## src/rtl/cpuPkg.sv

```systemverilog
package cpuPkg;

	localparam int dataWidth = 8;
	localparam int addrWidth = 16;
	localparam int uopAddrWidth = 9;

	////////////////////////////////////////////////////////////
	// Instruction opcodes kept by this core
	////////////////////////////////////////////////////////////
	typedef enum logic [7:0]
	{
		mopNop     = 8'h00,
		mopIncB    = 8'h04,
		mopDecB    = 8'h05,
		mopLdBN    = 8'h06,
		mopIncC    = 8'h0C,
		mopDecC    = 8'h0D,
		mopLdCN    = 8'h0E,
		mopLdDN    = 8'h16,
		mopJrN     = 8'h18,
		mopLdEN    = 8'h1E,
		mopJrNzN   = 8'h20,
		mopLdHlNn  = 8'h21,
		mopIncHl   = 8'h23,
		mopLdHN    = 8'h26,
		mopJrZN    = 8'h28,
		mopLdLN    = 8'h2E,
		mopIncA    = 8'h3C,
		mopDecA    = 8'h3D,
		mopLdAN    = 8'h3E,
		mopLdHlmB  = 8'h70,
		mopLdHlmA  = 8'h77,
		mopLdAHlm  = 8'h7E,
		mopAddAB   = 8'h80,
		mopAddAC   = 8'h81,
		mopSubB    = 8'h90,
		mopSubC    = 8'h91
	} opcode_t;

	////////////////////////////////////////////////////////////
	// Microcode word fields
	////////////////////////////////////////////////////////////
	typedef enum logic [2:0]
	{
		flowNext, flowIncPc, flowEnd, flowIncPcEnd,
		flowIncPcEndIfZ, flowIncPcEndIfNz, flowUpdateFlags
	} uopFlow_t;

	typedef enum logic [3:0]
	{
		opNop, opSetMemAddr, opLoadFromMem, opMemWrite, opInc, opDec,
		opLoadScratch, opStoreScratch, opAddScratch, opSubScratch, opSetPc
	} uopOp_t;

	// regX8 reads the memory data byte, regX16 names the scratch register
	typedef enum logic [3:0]
	{
		regA, regB, regC, regD, regE, regH, regL, regHl,
		regPc, regX8, regX16, regNone
	} regSel_t;

	typedef struct packed
	{
		uopFlow_t flow;
		uopOp_t   op;
		regSel_t  operand;
	} uop_t;

	typedef enum logic [1:0]
	{
		seqFetchAddr, seqFetchWait, seqDecode, seqExecute
	} seqState_t;

endpackage

```

## src/rtl/uopIf.sv

```systemverilog
`timescale 1ns/1ps

// Current microinstruction from the sequencer, zero flag back from the ALU
interface uopIf;

	cpuPkg::uop_t uop;
	logic execValid;
	logic zeroFlag;

	modport sequencer
	(
		output uop,
		output execValid,
		input  zeroFlag
	);

	modport datapath
	(
		input  uop,
		input  execValid,
		output zeroFlag
	);

endinterface

```

## src/rtl/gbCpuCore.sv

```systemverilog
`timescale 1ns/1ps

module gbCpuCore
(
	input  logic                          clock,
	input  logic                          reset,
	input  logic [cpuPkg::dataWidth-1:0]  memReadData,
	output logic [cpuPkg::addrWidth-1:0]  memAddr,
	output logic [cpuPkg::dataWidth-1:0]  memWriteData,
	output logic                          memWriteEnable,
	output logic                          instructionEnd
);

	// Microcode words in use, rounded up
	localparam int FlowCount = 72;

	uopIf uopBus();

	cpuPkg::opcode_t opcode;
	cpuPkg::uop_t uop;
	logic [cpuPkg::uopAddrWidth-1:0] flowStart, uopAddr;
	logic [cpuPkg::addrWidth-1:0] operandValue, aluResult;
	logic fetchAddr, aluWrite;

	microSequencer #(.FlowCount(FlowCount)) sequencer (.clock(clock), .reset(reset),
		.memReadData(memReadData), .seq(uopBus.sequencer), .fetchAddr(fetchAddr),
		.flowStart(flowStart), .opcode(opcode), .uopAddr(uopAddr), .uop(uop),
		.instructionEnd(instructionEnd));

	opcodeMap lookup (.opcode(opcode), .flowStart(flowStart));

	microcodeRom #(.FlowCount(FlowCount)) rom (.uopAddr(uopAddr), .uop(uop));

	registerFile regs (.clock(clock), .reset(reset), .dp(uopBus.datapath),
		.fetchAddr(fetchAddr), .memReadData(memReadData), .aluResult(aluResult),
		.aluWrite(aluWrite), .operandValue(operandValue), .memAddr(memAddr),
		.memWriteData(memWriteData), .memWriteEnable(memWriteEnable));

	scratchAlu alu (.clock(clock), .reset(reset), .dp(uopBus.datapath),
		.operandValue(operandValue), .aluResult(aluResult), .aluWrite(aluWrite));

endmodule

```

## src/rtl/microSequencer.sv

```systemverilog
`timescale 1ns/1ps

module microSequencer
#(
	parameter int FlowCount = 72
)
(
	input  logic                              clock,
	input  logic                              reset,
	input  logic [cpuPkg::dataWidth-1:0]      memReadData,
	uopIf.sequencer                           seq,
	output logic                              fetchAddr,
	input  logic [cpuPkg::uopAddrWidth-1:0]   flowStart,
	output cpuPkg::opcode_t                   opcode,
	output logic [cpuPkg::uopAddrWidth-1:0]   uopAddr,
	input  cpuPkg::uop_t                      uop,
	output logic                              instructionEnd
);

	cpuPkg::seqState_t state;
	logic [cpuPkg::uopAddrWidth-1:0] uopAddrReg;
	logic executing;
	logic flowDone;
	logic lastWord;

	// Opcode byte is on the bus during decode
	assign opcode = cpuPkg::opcode_t'(memReadData);
	assign uopAddr = uopAddrReg;
	assign fetchAddr = (state == cpuPkg::seqFetchAddr);
	assign executing = (state == cpuPkg::seqExecute);
	assign lastWord = (uopAddrReg == FlowCount - 1);

	assign seq.uop = uop;
	assign seq.execValid = executing;

	////////////////////////////////////////////////////////////
	// End of flow, conditional ends test the zero flag here
	////////////////////////////////////////////////////////////
	always_comb
	begin
		case (uop.flow)
			cpuPkg::flowEnd,
			cpuPkg::flowIncPcEnd:     flowDone = 1'b1;
			cpuPkg::flowIncPcEndIfZ:  flowDone = seq.zeroFlag;
			cpuPkg::flowIncPcEndIfNz: flowDone = !seq.zeroFlag;
			default:                  flowDone = lastWord;
		endcase
	end

	assign instructionEnd = executing && flowDone;

	always_ff @(posedge clock)
	begin
		if (reset)
		begin
			state <= cpuPkg::seqFetchAddr;
			uopAddrReg <= '0;
		end
		else
		begin
			case (state)
				cpuPkg::seqFetchAddr: state <= cpuPkg::seqFetchWait;
				cpuPkg::seqFetchWait: state <= cpuPkg::seqDecode;
				cpuPkg::seqDecode:
				begin
					uopAddrReg <= flowStart;
					state <= cpuPkg::seqExecute;
				end
				default:
				begin
					if (flowDone)
						state <= cpuPkg::seqFetchAddr;
					else
						uopAddrReg <= uopAddrReg + 1'b1;
				end
			endcase
		end
	end

endmodule

```

## src/rtl/microcodeRom.sv

```systemverilog
`timescale 1ns/1ps

module microcodeRom
#(
	parameter int FlowCount = 72
)
(
	input  logic [cpuPkg::uopAddrWidth-1:0] uopAddr,
	output cpuPkg::uop_t                    uop
);

	function automatic cpuPkg::uop_t word(cpuPkg::uopFlow_t flow, cpuPkg::uopOp_t op,
		cpuPkg::regSel_t operand);
		word = '{flow: flow, op: op, operand: operand};
	endfunction

	always_comb
	begin
		uop = word(cpuPkg::flowEnd, cpuPkg::opNop, cpuPkg::regNone);
		if (uopAddr < FlowCount)
		begin
			case (uopAddr)
				// NOP
				0:  uop = word(cpuPkg::flowIncPcEnd, cpuPkg::opNop, cpuPkg::regNone);
				// LD r,n  (address follows the incremented PC)
				1:  uop = word(cpuPkg::flowIncPc, cpuPkg::opSetMemAddr, cpuPkg::regPc);
				2:  uop = word(cpuPkg::flowIncPc, cpuPkg::opNop, cpuPkg::regNone);
				3:  uop = word(cpuPkg::flowEnd, cpuPkg::opLoadFromMem, cpuPkg::regA);
				4:  uop = word(cpuPkg::flowIncPc, cpuPkg::opSetMemAddr, cpuPkg::regPc);
				5:  uop = word(cpuPkg::flowIncPc, cpuPkg::opNop, cpuPkg::regNone);
				6:  uop = word(cpuPkg::flowEnd, cpuPkg::opLoadFromMem, cpuPkg::regB);
				7:  uop = word(cpuPkg::flowIncPc, cpuPkg::opSetMemAddr, cpuPkg::regPc);
				8:  uop = word(cpuPkg::flowIncPc, cpuPkg::opNop, cpuPkg::regNone);
				9:  uop = word(cpuPkg::flowEnd, cpuPkg::opLoadFromMem, cpuPkg::regC);
				10: uop = word(cpuPkg::flowIncPc, cpuPkg::opSetMemAddr, cpuPkg::regPc);
				11: uop = word(cpuPkg::flowIncPc, cpuPkg::opNop, cpuPkg::regNone);
				12: uop = word(cpuPkg::flowEnd, cpuPkg::opLoadFromMem, cpuPkg::regD);
				13: uop = word(cpuPkg::flowIncPc, cpuPkg::opSetMemAddr, cpuPkg::regPc);
				14: uop = word(cpuPkg::flowIncPc, cpuPkg::opNop, cpuPkg::regNone);
				15: uop = word(cpuPkg::flowEnd, cpuPkg::opLoadFromMem, cpuPkg::regE);
				16: uop = word(cpuPkg::flowIncPc, cpuPkg::opSetMemAddr, cpuPkg::regPc);
				17: uop = word(cpuPkg::flowIncPc, cpuPkg::opNop, cpuPkg::regNone);
				18: uop = word(cpuPkg::flowEnd, cpuPkg::opLoadFromMem, cpuPkg::regH);
				19: uop = word(cpuPkg::flowIncPc, cpuPkg::opSetMemAddr, cpuPkg::regPc);
				20: uop = word(cpuPkg::flowIncPc, cpuPkg::opNop, cpuPkg::regNone);
				21: uop = word(cpuPkg::flowEnd, cpuPkg::opLoadFromMem, cpuPkg::regL);
				// LD HL,nn, low byte first
				22: uop = word(cpuPkg::flowIncPc, cpuPkg::opSetMemAddr, cpuPkg::regPc);
				23: uop = word(cpuPkg::flowIncPc, cpuPkg::opSetMemAddr, cpuPkg::regPc);
				24: uop = word(cpuPkg::flowIncPc, cpuPkg::opLoadFromMem, cpuPkg::regL);
				25: uop = word(cpuPkg::flowEnd, cpuPkg::opLoadFromMem, cpuPkg::regH);
				// INC r / DEC r
				26: uop = word(cpuPkg::flowUpdateFlags, cpuPkg::opInc, cpuPkg::regB);
				27: uop = word(cpuPkg::flowIncPcEnd, cpuPkg::opNop, cpuPkg::regNone);
				28: uop = word(cpuPkg::flowUpdateFlags, cpuPkg::opInc, cpuPkg::regC);
				29: uop = word(cpuPkg::flowIncPcEnd, cpuPkg::opNop, cpuPkg::regNone);
				30: uop = word(cpuPkg::flowUpdateFlags, cpuPkg::opInc, cpuPkg::regA);
				31: uop = word(cpuPkg::flowIncPcEnd, cpuPkg::opNop, cpuPkg::regNone);
				32: uop = word(cpuPkg::flowUpdateFlags, cpuPkg::opDec, cpuPkg::regB);
				33: uop = word(cpuPkg::flowIncPcEnd, cpuPkg::opNop, cpuPkg::regNone);
				34: uop = word(cpuPkg::flowUpdateFlags, cpuPkg::opDec, cpuPkg::regC);
				35: uop = word(cpuPkg::flowIncPcEnd, cpuPkg::opNop, cpuPkg::regNone);
				36: uop = word(cpuPkg::flowUpdateFlags, cpuPkg::opDec, cpuPkg::regA);
				37: uop = word(cpuPkg::flowIncPcEnd, cpuPkg::opNop, cpuPkg::regNone);
				// INC HL leaves the flags alone
				38: uop = word(cpuPkg::flowIncPcEnd, cpuPkg::opInc, cpuPkg::regHl);
				// ADD A,r / SUB r through the scratch register
				39: uop = word(cpuPkg::flowNext, cpuPkg::opLoadScratch, cpuPkg::regA);
				40: uop = word(cpuPkg::flowUpdateFlags, cpuPkg::opAddScratch, cpuPkg::regB);
				41: uop = word(cpuPkg::flowIncPcEnd, cpuPkg::opStoreScratch, cpuPkg::regA);
				42: uop = word(cpuPkg::flowNext, cpuPkg::opLoadScratch, cpuPkg::regA);
				43: uop = word(cpuPkg::flowUpdateFlags, cpuPkg::opAddScratch, cpuPkg::regC);
				44: uop = word(cpuPkg::flowIncPcEnd, cpuPkg::opStoreScratch, cpuPkg::regA);
				45: uop = word(cpuPkg::flowNext, cpuPkg::opLoadScratch, cpuPkg::regA);
				46: uop = word(cpuPkg::flowUpdateFlags, cpuPkg::opSubScratch, cpuPkg::regB);
				47: uop = word(cpuPkg::flowIncPcEnd, cpuPkg::opStoreScratch, cpuPkg::regA);
				48: uop = word(cpuPkg::flowNext, cpuPkg::opLoadScratch, cpuPkg::regA);
				49: uop = word(cpuPkg::flowUpdateFlags, cpuPkg::opSubScratch, cpuPkg::regC);
				50: uop = word(cpuPkg::flowIncPcEnd, cpuPkg::opStoreScratch, cpuPkg::regA);
				// JR: x16 = offset address + offset, then PC = x16 + 1
				51: uop = word(cpuPkg::flowIncPc, cpuPkg::opSetMemAddr, cpuPkg::regPc);
				52: uop = word(cpuPkg::flowIncPc, cpuPkg::opLoadScratch, cpuPkg::regPc);
				53: uop = word(cpuPkg::flowNext, cpuPkg::opAddScratch, cpuPkg::regX8);
				54: uop = word(cpuPkg::flowIncPcEnd, cpuPkg::opSetPc, cpuPkg::regX16);
				55: uop = word(cpuPkg::flowIncPc, cpuPkg::opSetMemAddr, cpuPkg::regPc);
				56: uop = word(cpuPkg::flowIncPcEndIfZ, cpuPkg::opLoadScratch, cpuPkg::regPc);
				57: uop = word(cpuPkg::flowNext, cpuPkg::opAddScratch, cpuPkg::regX8);
				58: uop = word(cpuPkg::flowIncPcEnd, cpuPkg::opSetPc, cpuPkg::regX16);
				59: uop = word(cpuPkg::flowIncPc, cpuPkg::opSetMemAddr, cpuPkg::regPc);
				60: uop = word(cpuPkg::flowIncPcEndIfNz, cpuPkg::opLoadScratch, cpuPkg::regPc);
				61: uop = word(cpuPkg::flowNext, cpuPkg::opAddScratch, cpuPkg::regX8);
				62: uop = word(cpuPkg::flowIncPcEnd, cpuPkg::opSetPc, cpuPkg::regX16);
				// LD (HL),r
				63: uop = word(cpuPkg::flowNext, cpuPkg::opSetMemAddr, cpuPkg::regHl);
				64: uop = word(cpuPkg::flowIncPcEnd, cpuPkg::opMemWrite, cpuPkg::regA);
				65: uop = word(cpuPkg::flowNext, cpuPkg::opSetMemAddr, cpuPkg::regHl);
				66: uop = word(cpuPkg::flowIncPcEnd, cpuPkg::opMemWrite, cpuPkg::regB);
				// LD A,(HL), one wait word for the read latency
				67: uop = word(cpuPkg::flowNext, cpuPkg::opSetMemAddr, cpuPkg::regHl);
				68: uop = word(cpuPkg::flowNext, cpuPkg::opNop, cpuPkg::regNone);
				69: uop = word(cpuPkg::flowIncPcEnd, cpuPkg::opLoadFromMem, cpuPkg::regA);
				default: uop = word(cpuPkg::flowEnd, cpuPkg::opNop, cpuPkg::regNone);
			endcase
		end
	end

endmodule

```

## src/rtl/opcodeMap.sv

```systemverilog
`timescale 1ns/1ps

module opcodeMap
(
	input  cpuPkg::opcode_t                 opcode,
	output logic [cpuPkg::uopAddrWidth-1:0] flowStart
);

	always_comb
	begin
		case (opcode)
			cpuPkg::mopLdAN:   flowStart = 9'd1;
			cpuPkg::mopLdBN:   flowStart = 9'd4;
			cpuPkg::mopLdCN:   flowStart = 9'd7;
			cpuPkg::mopLdDN:   flowStart = 9'd10;
			cpuPkg::mopLdEN:   flowStart = 9'd13;
			cpuPkg::mopLdHN:   flowStart = 9'd16;
			cpuPkg::mopLdLN:   flowStart = 9'd19;
			cpuPkg::mopLdHlNn: flowStart = 9'd22;
			cpuPkg::mopIncB:   flowStart = 9'd26;
			cpuPkg::mopIncC:   flowStart = 9'd28;
			cpuPkg::mopIncA:   flowStart = 9'd30;
			cpuPkg::mopDecB:   flowStart = 9'd32;
			cpuPkg::mopDecC:   flowStart = 9'd34;
			cpuPkg::mopDecA:   flowStart = 9'd36;
			cpuPkg::mopIncHl:  flowStart = 9'd38;
			cpuPkg::mopAddAB:  flowStart = 9'd39;
			cpuPkg::mopAddAC:  flowStart = 9'd42;
			cpuPkg::mopSubB:   flowStart = 9'd45;
			cpuPkg::mopSubC:   flowStart = 9'd48;
			cpuPkg::mopJrN:    flowStart = 9'd51;
			cpuPkg::mopJrNzN:  flowStart = 9'd55;
			cpuPkg::mopJrZN:   flowStart = 9'd59;
			cpuPkg::mopLdHlmA: flowStart = 9'd63;
			cpuPkg::mopLdHlmB: flowStart = 9'd65;
			cpuPkg::mopLdAHlm: flowStart = 9'd67;
			// Unknown opcodes run as a one byte NOP
			default:           flowStart = 9'd0;
		endcase
	end

endmodule

```

## src/rtl/registerFile.sv

```systemverilog
`timescale 1ns/1ps

module registerFile
(
	input  logic                          clock,
	input  logic                          reset,
	uopIf.datapath                        dp,
	input  logic                          fetchAddr,
	input  logic [cpuPkg::dataWidth-1:0]  memReadData,
	input  logic [cpuPkg::addrWidth-1:0]  aluResult,
	input  logic                          aluWrite,
	output logic [cpuPkg::addrWidth-1:0]  operandValue,
	output logic [cpuPkg::addrWidth-1:0]  memAddr,
	output logic [cpuPkg::dataWidth-1:0]  memWriteData,
	output logic                          memWriteEnable
);

	logic [cpuPkg::dataWidth-1:0] a, b, c, d, e, h, l;
	logic [cpuPkg::addrWidth-1:0] pc, pcNext, memAddrReg;
	logic [cpuPkg::addrWidth-1:0] writeData;
	logic pcStep, loadMem, writeReg;

	always_comb
	begin
		case (dp.uop.operand)
			cpuPkg::regA:  operandValue = {8'h00, a};
			cpuPkg::regB:  operandValue = {8'h00, b};
			cpuPkg::regC:  operandValue = {8'h00, c};
			cpuPkg::regD:  operandValue = {8'h00, d};
			cpuPkg::regE:  operandValue = {8'h00, e};
			cpuPkg::regH:  operandValue = {8'h00, h};
			cpuPkg::regL:  operandValue = {8'h00, l};
			cpuPkg::regHl: operandValue = {h, l};
			cpuPkg::regPc: operandValue = pc;
			cpuPkg::regX8: operandValue = {8'h00, memReadData};
			default:       operandValue = '0;
		endcase
	end

	// Increment applies on top of a PC load
	assign pcStep = dp.execValid && (dp.uop.flow inside {cpuPkg::flowIncPc,
		cpuPkg::flowIncPcEnd, cpuPkg::flowIncPcEndIfZ, cpuPkg::flowIncPcEndIfNz});
	assign pcNext = ((dp.execValid && dp.uop.op == cpuPkg::opSetPc) ? aluResult : pc)
		+ {15'd0, pcStep};

	assign loadMem = dp.execValid && (dp.uop.op == cpuPkg::opLoadFromMem);
	assign writeReg = loadMem || aluWrite;
	assign writeData = loadMem ? {8'h00, memReadData} : aluResult;

	assign memAddr = memAddrReg;
	assign memWriteData = operandValue[7:0];
	assign memWriteEnable = dp.execValid && (dp.uop.op == cpuPkg::opMemWrite);

	always_ff @(posedge clock)
	begin
		if (reset)
		begin
			{a, b, c, d, e, h, l} <= '0;
			pc <= '0;
			memAddrReg <= '0;
		end
		else
		begin
			pc <= pcNext;
			if (fetchAddr)
				memAddrReg <= pc;
			else if (dp.execValid && dp.uop.op == cpuPkg::opSetMemAddr)
				memAddrReg <= (dp.uop.operand == cpuPkg::regPc) ? pcNext : operandValue;
			if (writeReg)
			begin
				case (dp.uop.operand)
					cpuPkg::regA:  a <= writeData[7:0];
					cpuPkg::regB:  b <= writeData[7:0];
					cpuPkg::regC:  c <= writeData[7:0];
					cpuPkg::regD:  d <= writeData[7:0];
					cpuPkg::regE:  e <= writeData[7:0];
					cpuPkg::regH:  h <= writeData[7:0];
					cpuPkg::regL:  l <= writeData[7:0];
					cpuPkg::regHl: {h, l} <= writeData;
					default: ;
				endcase
			end
		end
	end

endmodule

```

## src/rtl/scratchAlu.sv

```systemverilog
`timescale 1ns/1ps

module scratchAlu
(
	input  logic                          clock,
	input  logic                          reset,
	uopIf.datapath                        dp,
	input  logic [cpuPkg::addrWidth-1:0]  operandValue,
	output logic [cpuPkg::addrWidth-1:0]  aluResult,
	output logic                          aluWrite
);

	logic [cpuPkg::addrWidth-1:0] scratch, addend;
	logic [8:0] flagCalc;
	logic zero, carry;

	// Memory bytes are signed offsets, registers are unsigned
	assign addend = (dp.uop.operand == cpuPkg::regX8) ?
		{{8{operandValue[7]}}, operandValue[7:0]} : operandValue;

	always_comb
	begin
		case (dp.uop.op)
			cpuPkg::opInc: aluResult = operandValue + 16'd1;
			cpuPkg::opDec: aluResult = operandValue - 16'd1;
			default:       aluResult = scratch;
		endcase
	end

	assign aluWrite = dp.execValid && (dp.uop.op inside {cpuPkg::opInc, cpuPkg::opDec,
		cpuPkg::opStoreScratch});

	// 8-bit view for Z and the carry out of bit 7
	always_comb
	begin
		case (dp.uop.op)
			cpuPkg::opAddScratch: flagCalc = {1'b0, scratch[7:0]} + {1'b0, operandValue[7:0]};
			cpuPkg::opSubScratch: flagCalc = {1'b0, scratch[7:0]} - {1'b0, operandValue[7:0]};
			cpuPkg::opInc:        flagCalc = {1'b0, operandValue[7:0]} + 9'd1;
			cpuPkg::opDec:        flagCalc = {1'b0, operandValue[7:0]} - 9'd1;
			default:              flagCalc = {carry, 7'd0, !zero};
		endcase
	end

	assign dp.zeroFlag = zero;

	always_ff @(posedge clock)
	begin
		if (reset)
		begin
			scratch <= '0;
			zero <= 1'b0;
			carry <= 1'b0;
		end
		else if (dp.execValid)
		begin
			case (dp.uop.op)
				cpuPkg::opLoadScratch: scratch <= operandValue;
				cpuPkg::opAddScratch:  scratch <= scratch + addend;
				cpuPkg::opSubScratch:  scratch <= scratch - operandValue;
				default: ;
			endcase
			if (dp.uop.flow == cpuPkg::flowUpdateFlags)
			begin
				zero <= (flagCalc[7:0] == 8'h00);
				carry <= flagCalc[8];
			end
		end
	end

endmodule

```

## config.mk

```make
export PLATFORM = sky130hd
export DESIGN_NAME = gbCpuCore
export DESIGN_NICKNAME = d
export VERILOG_FILES = /design/src/rtl/cpuPkg.sv /design/src/rtl/uopIf.sv /design/src/rtl/gbCpuCore.sv /design/src/rtl/microSequencer.sv /design/src/rtl/microcodeRom.sv /design/src/rtl/opcodeMap.sv /design/src/rtl/registerFile.sv /design/src/rtl/scratchAlu.sv
export SDC_FILE = /design/constraint.sdc
export NUM_CORES = 1
export LEC_CHECK = 0
export CAP_MARGIN = 20
export CORE_UTILIZATION = 40
export DETAILED_ROUTE_END_ITERATION = 8
export DONT_BUFFER_PORTS = 1
export PLACE_DENSITY = 0.51
export SYNTH_ARGS = -nofsm -noshare
export SYNTH_HDL_FRONTEND = slang
export SYNTH_SLANG_ARGS = --single-unit
```

## constraint.sdc

```tcl
create_clock -name clock -period 14.2 [get_ports clock]
set_input_delay 2.84 -clock clock [delete_from_list [all_inputs] [get_ports clock]]
set_output_delay 2.84 -clock clock [all_outputs]
set_load 0.02 [all_outputs]
```

After elaboration in Yosys (flattened, before gate mapping)
Memories as Yosys holds them, arrays and structs flattened. A register that Yosys moved wholly into a read port is not among the register bits.
Cells that the tools add are included.
{"block": "totals", "register_bits": 116, "latchBits": 0, "ram_bits": 0, "mem_bits_ro": 1408, "in_bits": 10, "out_inout_bits": 26, "mem_count": 1}
{"block": "op_classes", "addsub": 10, "n_mul": 0, "n_div": 0, "magnitude_cmp": 1, "eq_ne": 55, "shifts": 0, "muxes": 21, "n_bitwise": 1, "n_reduce_logical": 32}
{"memory": "(no name shown)", "words": 128, "width": 11, "read_ports": 1, "rd_clocked_by_memory_dff": 1, "wr": 0, "line": "microcodeRom.sv:22", "text": "case (uopAddr)"}
{"cell": "7-bit case mux with 25 select lines", "n": 1}
{"cell": "16-bit case mux with 10 select lines", "n": 1}
{"cell": "16-bit two-way mux", "n": 6}
{"cell": "8-bit by 6-bit == test with 1-bit output (second input constant)", "n": 9}
{"cell": "16-bit case mux with 3 select lines", "n": 1}
{"cell": "4-bit by 3-bit == test with 1-bit output (second input constant)", "n": 8}
{"cell": "8-bit == test (second input constant)", "n": 4}
{"cell": "16-bit case mux with 2 select lines", "n": 1}
{"cell": "8-bit case mux with 4 select lines", "n": 1}
{"cell": "8-bit by 3-bit == test with 1-bit output (second input constant)", "n": 3}
{"cell": "8-bit by 4-bit == test with 1-bit output (second input constant)", "n": 3}
{"cell": "8-bit by 5-bit == test with 1-bit output (second input constant)", "n": 3}
{"cell": "8-bit by 7-bit == test with 1-bit output (second input constant)", "n": 3}
{"cell": "11-bit two-way mux", "n": 2}
{"cell": "4-bit == test (second input constant)", "n": 5}
{"cell": "2-bit AND reduction", "n": 10}
{"cell": "9-bit case mux with 2 select lines", "n": 1}
{"cell": "16-bit by 1-bit adder with 16-bit output", "n": 1}
{"cell": "16-bit by 1-bit adder with 16-bit output (second input constant)", "n": 1}
{"cell": "16-bit adder", "n": 1}
{"cell": "4-bit by 2-bit == test with 1-bit output (second input constant)", "n": 4}
{"cell": "8-bit case mux with 2 select lines", "n": 1}
{"cell": "16-bit by 1-bit subtractor with 16-bit output (second input constant)", "n": 1}
{"cell": "16-bit subtractor", "n": 1}
{"cell": "30 further kinds", "n": 48}

Longest topological paths before layout
{"block": "logic_depth", "depth_word": 12, "depth_mapped": 22}

Worst setup path before layout
Ideal clock, no wire load.
{"block": "synth_path", "path_type": "input-to-reg", "from": "input memReadData[1] (netlist name)", "to": "register alu.scratch[15] (netlist name)", "setup_time_ns": 0.079, "arrival_ns": 6.951, "required_ns": 14.121, "slack_ns": 7.170, "path_stages": 20, "path_buffers": 2, "cell_sequence": "clkbuf_1 > clkbuf_1 > mux2i_1 > o22ai_1 > inv_1 > ha_1 > and3_1 > and3_1 > nor2_1 > nor2_1 > a21oi_1 > ha_1 > and2_1 > o2111a_1 > nand3b_1 > a41oi_1 > o21ai_0 > a21o_1 > and2_1 > o211ai_1"}
{"block": "synth_via", "elab_chain_cells": 4}
{"item": "from (decl)", "line": "gbCpuCore.sv:7", "text": "input logic [cpuPkg::dataWidth-1:0] memReadData,"}
{"item": "16-bit case mux with 10 select lines (*)", "line": "registerFile.sv:25", "text": "case (dp.uop.operand)"}
{"item": "named net memWriteData, one bit", "line": "gbCpuCore.sv:9", "text": "output logic [cpuPkg::dataWidth-1:0] memWriteData,"}
{"item": "16-bit two-way mux", "line": "scratchAlu.sv:18", "text": "assign addend = (dp.uop.operand == cpuPkg::regX8) ?"}
{"item": "16-bit adder", "line": "scratchAlu.sv:59", "text": "cpuPkg::opAddScratch: scratch <= scratch + addend;"}
{"item": "16-bit case mux with 3 select lines (*)", "line": "scratchAlu.sv:57", "text": "case (dp.uop.op)"}
{"item": "to (signal assigned)", "line": "scratchAlu.sv:58", "text": "cpuPkg::opLoadScratch: scratch <= operandValue;"}
{"item": "to (signal assigned)", "line": "scratchAlu.sv:59"}
{"item": "to (signal assigned)", "line": "scratchAlu.sv:60", "text": "cpuPkg::opSubScratch: scratch <= scratch - operandValue;"}
{"item": "to (decl)", "line": "scratchAlu.sv:13", "text": "logic [cpuPkg::addrWidth-1:0] scratch, addend;"}
Mark *: on every way through the listed nets, which the timed path passes. The rest lies on a longest branch.
A chain may end at the register's enable or synchronous reset.

Final worst setup path
{"block": "layout_path", "from": "input memReadData[2] (netlist name)", "to": "output memWriteData[2] (netlist name)"}
{"block": "layout_via", "elab_chain_cells": 1}
{"item": "16-bit case mux with 10 select lines", "line": "registerFile.sv:25"}
{"item": "to (decl)", "line": "gbCpuCore.sv:9"}
No other way between the ends.

==> reports/qor_table.md <==
| Quantity | Reported | Unit |
| --- | --- | --- |
| Post-synth EDFFs | 0 | - |
| Max rail drop VDD | 0.0000825 | V |
| Via Count | 11.4k | - |
| CTS Buffer Depth | 2 | - |
| Status | completed | - |
| Post-synth top area cell | dfxtp_1 | - |
| Post-route design area | 12000 | µm² |
| Critical R2R Capture | alu.scratch[15] | - |
| Source-to-sink clock delay at the later pin of the worst-skew pair | 0.44 | ns |
| Worst hold start | regs.a[7] | - |
| Relative max-transition margin | 25.4 | % |
| Area inside the core boundary | 27200 | µm² |
| Dpl cell area | 11400 | µm² |
| Cell Pwr Density | 155 | nW/µm² |
| Cell variety after synth | 87 | - |
| Summed negative setup slack over all endpoints | 0 | ns |
| End of the worst hold path | regs.a[7] | - |
| Ratio of cells with drive above 1 in the final layout | 6.89 | % |
| Total I/O pin count | 36 | - |
| DRC | 0 | - |
| Sequential-to-total area share from yosys stat | 22.8 | % |
| Count of fill cells added during filler insertion | 2826 | - |
| Hold buffer count at CTS | 0 | - |
| Sink count of the clock tree | 127 | - |
| Final clock period utilization by the worst path | 49.0 | % |
| Pre-antenna DRT Iters | 6 | - |
| Grt ovf | 0 | - |
| Kind of launch point of the worst setup path | primary input | - |
| Synth top area cells | dfxtp_1 23%, mux2i_1 7.8%, nor2_1 6.8% | - |
| Unrepaired setup endpoints after global routing | false | - |
| Maximum number of pins on one net before global-route repair | 95 | - |
| Drt initial violations | 1313 | - |
| DR vias/cell | 6.28 | - |
| Post-synthesis cell count | 1480 | - |
| Path class of the lowest-slack min-delay path | reg2reg | - |
| Total number of nets in the final design | 1496 | - |
| Area of the mapped netlist | 11200 | µm² |
| Die span in y | 169 | µm |
| Kind of capture point of the worst setup path | output pin | - |
| Clk pin slew, worst setup/hold paths | 0.06 | ns |
| Actual slew at the worst max-slew pin | 1.11 | ns |
| Via count of the first global-routing pass | 10.5k | - |
| Arrival time of data at the critical path endpoint | 4.12 | ns |
| Mean routed wirelength per cell | 22.2 | µm |
| Antenna diodes | 0 | - |
| Top post-synthesis cells by count | 202 x nor2_1, 127 x dfxtp_1, 112 x nand2_1 | - |
| Overall track demand over capacity in global routing | 28.3 | % |
| Path type of the worst setup path | in2out | - |
| Buffers inserted during post-CTS setup optimization | 0 | - |
| Min Tclk post-route | 6.96 | ns |
| Highest net fanout along the worst path | 17 | - |
| Critical path cell sequence | nand3_1, o22a_1, o21ai_0, a22oi_1, inv_1 | - |
| Initial core utilization | 41.1 | % |
| Post-synth net total | 1553 | - |
| Most common cell in the netlist | nor2_1 | - |
| Initial antenna violation count | 1 | - |
| CP peak stage delay | 0.39 | ns |
| Area growth syn-to-layout | 7.70 | % |
| Hold Violations, Final | 0 | - |
| Width of the die | 169 | µm |
| Post-synth top area share | 22.8 | % |
| Inserted Clock Buffers | 17 | - |
| Cells on worst reg2reg path | 18 | - |
| Remaining number of nets flagged by the antenna check after routing | 0 | - |
| Number of buffer cells added on primary ports | 0 | - |
| Static Leakage | 4.84 | nW |
| Root Buffer | clkbuf_16 | - |
| Wire length of the first global-routing pass | 62300 | µm |
| Synth warn | 0 | - |
| CTS tree | built | - |
| Post-CTS Resized | 0 | - |
| Maximum Capacitance Violations | 0 | - |
| Number of synthesized register bits | 127 | - |
| Max Clk Rate | 144 | MHz |
| Final RePlAce weighted congestion | 0.929 | - |
| Post-detailed-placement half-perimeter wirelength | 29200 | µm |
| Flop-to-flop setup slack | 8.35 | ns |
| Worst Path Required | 11.36 | ns |
| Leading register cell type out of synthesis | dfxtp_1 | - |
| Synthesized area per cell | 7.54 | µm² |
| Share of async-settable or async-resettable flops after synthesis | 0 | % |
| Number of cell rows | 60 | - |
| Total Routed Length | 40100 | µm |
| Final setup vio count | 0 | - |
| Number of stages on the worst hold path | 2 | - |
| Area of the multi-input gates | 8070 | µm² |
| Die outline area | 28600 | µm² |
| H-tree depth reported by CTS | 4 | - |
| Critical-path cell with the highest stage delay | inv_1 | - |
| Count of final max-slew check failures | 0 | - |
| Area of all sequential standard cells | 2540 | µm² |
| Worst setup skew after layout | 0.0156 | ns |
-- per-stage QoR --
step | utilization [%] | power, mW | cells | hold slack [ns] | setup WS, ns
after global routing | 44.2 | 1.98 | 1808 | 0.488 | 7.19
after floorplan | - | 1.15 | 1480 | 0.437 | 7.17
after detailed placement | 42.0 | 1.38 | 1776 | 0.460 | 7.15
after global placement | 42.0 | 1.38 | 1776 | 0.451 | 7.22
after CTS | 44.2 | 1.85 | 1808 | 0.469 | 7.33
final | 44.2 | 1.86 | 1808 | 0.472 | 7.24
-- per-layer routing --
metal / GRT usage, % / wire length, µm / up-vias
li1: - / - / 5379
met1: 38.8 / 18300 / 5477
met2: 45.2 / 18200 / 433
met3: 3.90 / 2390 / 73
met4: 10.4 / 1170 / 0
met5: 0 / 0 / -
-- area by class of cell --
class	instances	area share, %
Sequential cell	127	21.2
Clock buffer	19	3.60
Multi-Input combinational cell	1206	67.1
Clock inverter	13	1.47
Inverter	51	1.59
Timing Repair Buffer	20	1.25
Tap cell	372	3.87
-- layout by cell type, fill, tap and decap left out, types with 21 or more instances in the layout --
master,n
nor2_1,202
dfxtp_1,126
nand2_1,112
mux2i_1,87
a21oi_1,86
o21ai_0,85
ha_1,59
nor3_1,52
inv_1,46
xnor2_1,40
nand3_1,33
a31oi_1,23
and2_1,21
-- state kept, by name, indices dropped and copies added, names as in the netlist, 8 cells and up, named ones only --
register           count
alu.scratch           16
regs.a                 8
regs.l                 8
regs.c                 8
regs.memAddr          16
sequencer.uopAddr      9
regs.b                 8
regs.d                 8
regs.h                 8
regs.e                 8
regs.pc               16
-- logic make-up after synthesis --
family | Yosys count | share of synthesized area [%]
compound gates | 417 | 25.7
flops | 127 | 22.8
xor+xnor | 57 | 4.47
buf+inv | 147 | 5.04
simple gates | 570 | 25.2
fa+ha+maj | 63 | 7.33
mux | 99 | 9.51
-- worst max-delay path by stage --
stage                        start               to  slack (ns)
global placement    memReadData[2]  alu.scratch[15]        7.22
floorplan           memReadData[1]  alu.scratch[15]        7.17
global route        memReadData[2]  alu.scratch[15]        7.19
finish              memReadData[2]  memWriteData[2]        7.24
detailed placement  memReadData[2]  alu.scratch[15]        7.15
CTS                 memReadData[2]  memWriteData[2]        7.33
-- power by group --
group | internal [mW] | switching (mW) | leakage, nW
clock network | 0.281 | 0.187 | 0.293
logic | 0.374 | 0.602 | 3.52
registers | 0.377 | 0.0379 | 1.02
total | 1.03 | 0.827 | 4.84
-- critical path, delay by kind of cell --
| family | cells | cell delay [ns] |
|---|---|---|
| AO/OA/AOI/OAI | 3 | 0.83 |
| buffers and inverters | 1 | 0.39 |
| AND/OR/NAND/NOR | 1 | 0.05 |
(Power assumes the default switching activity.)
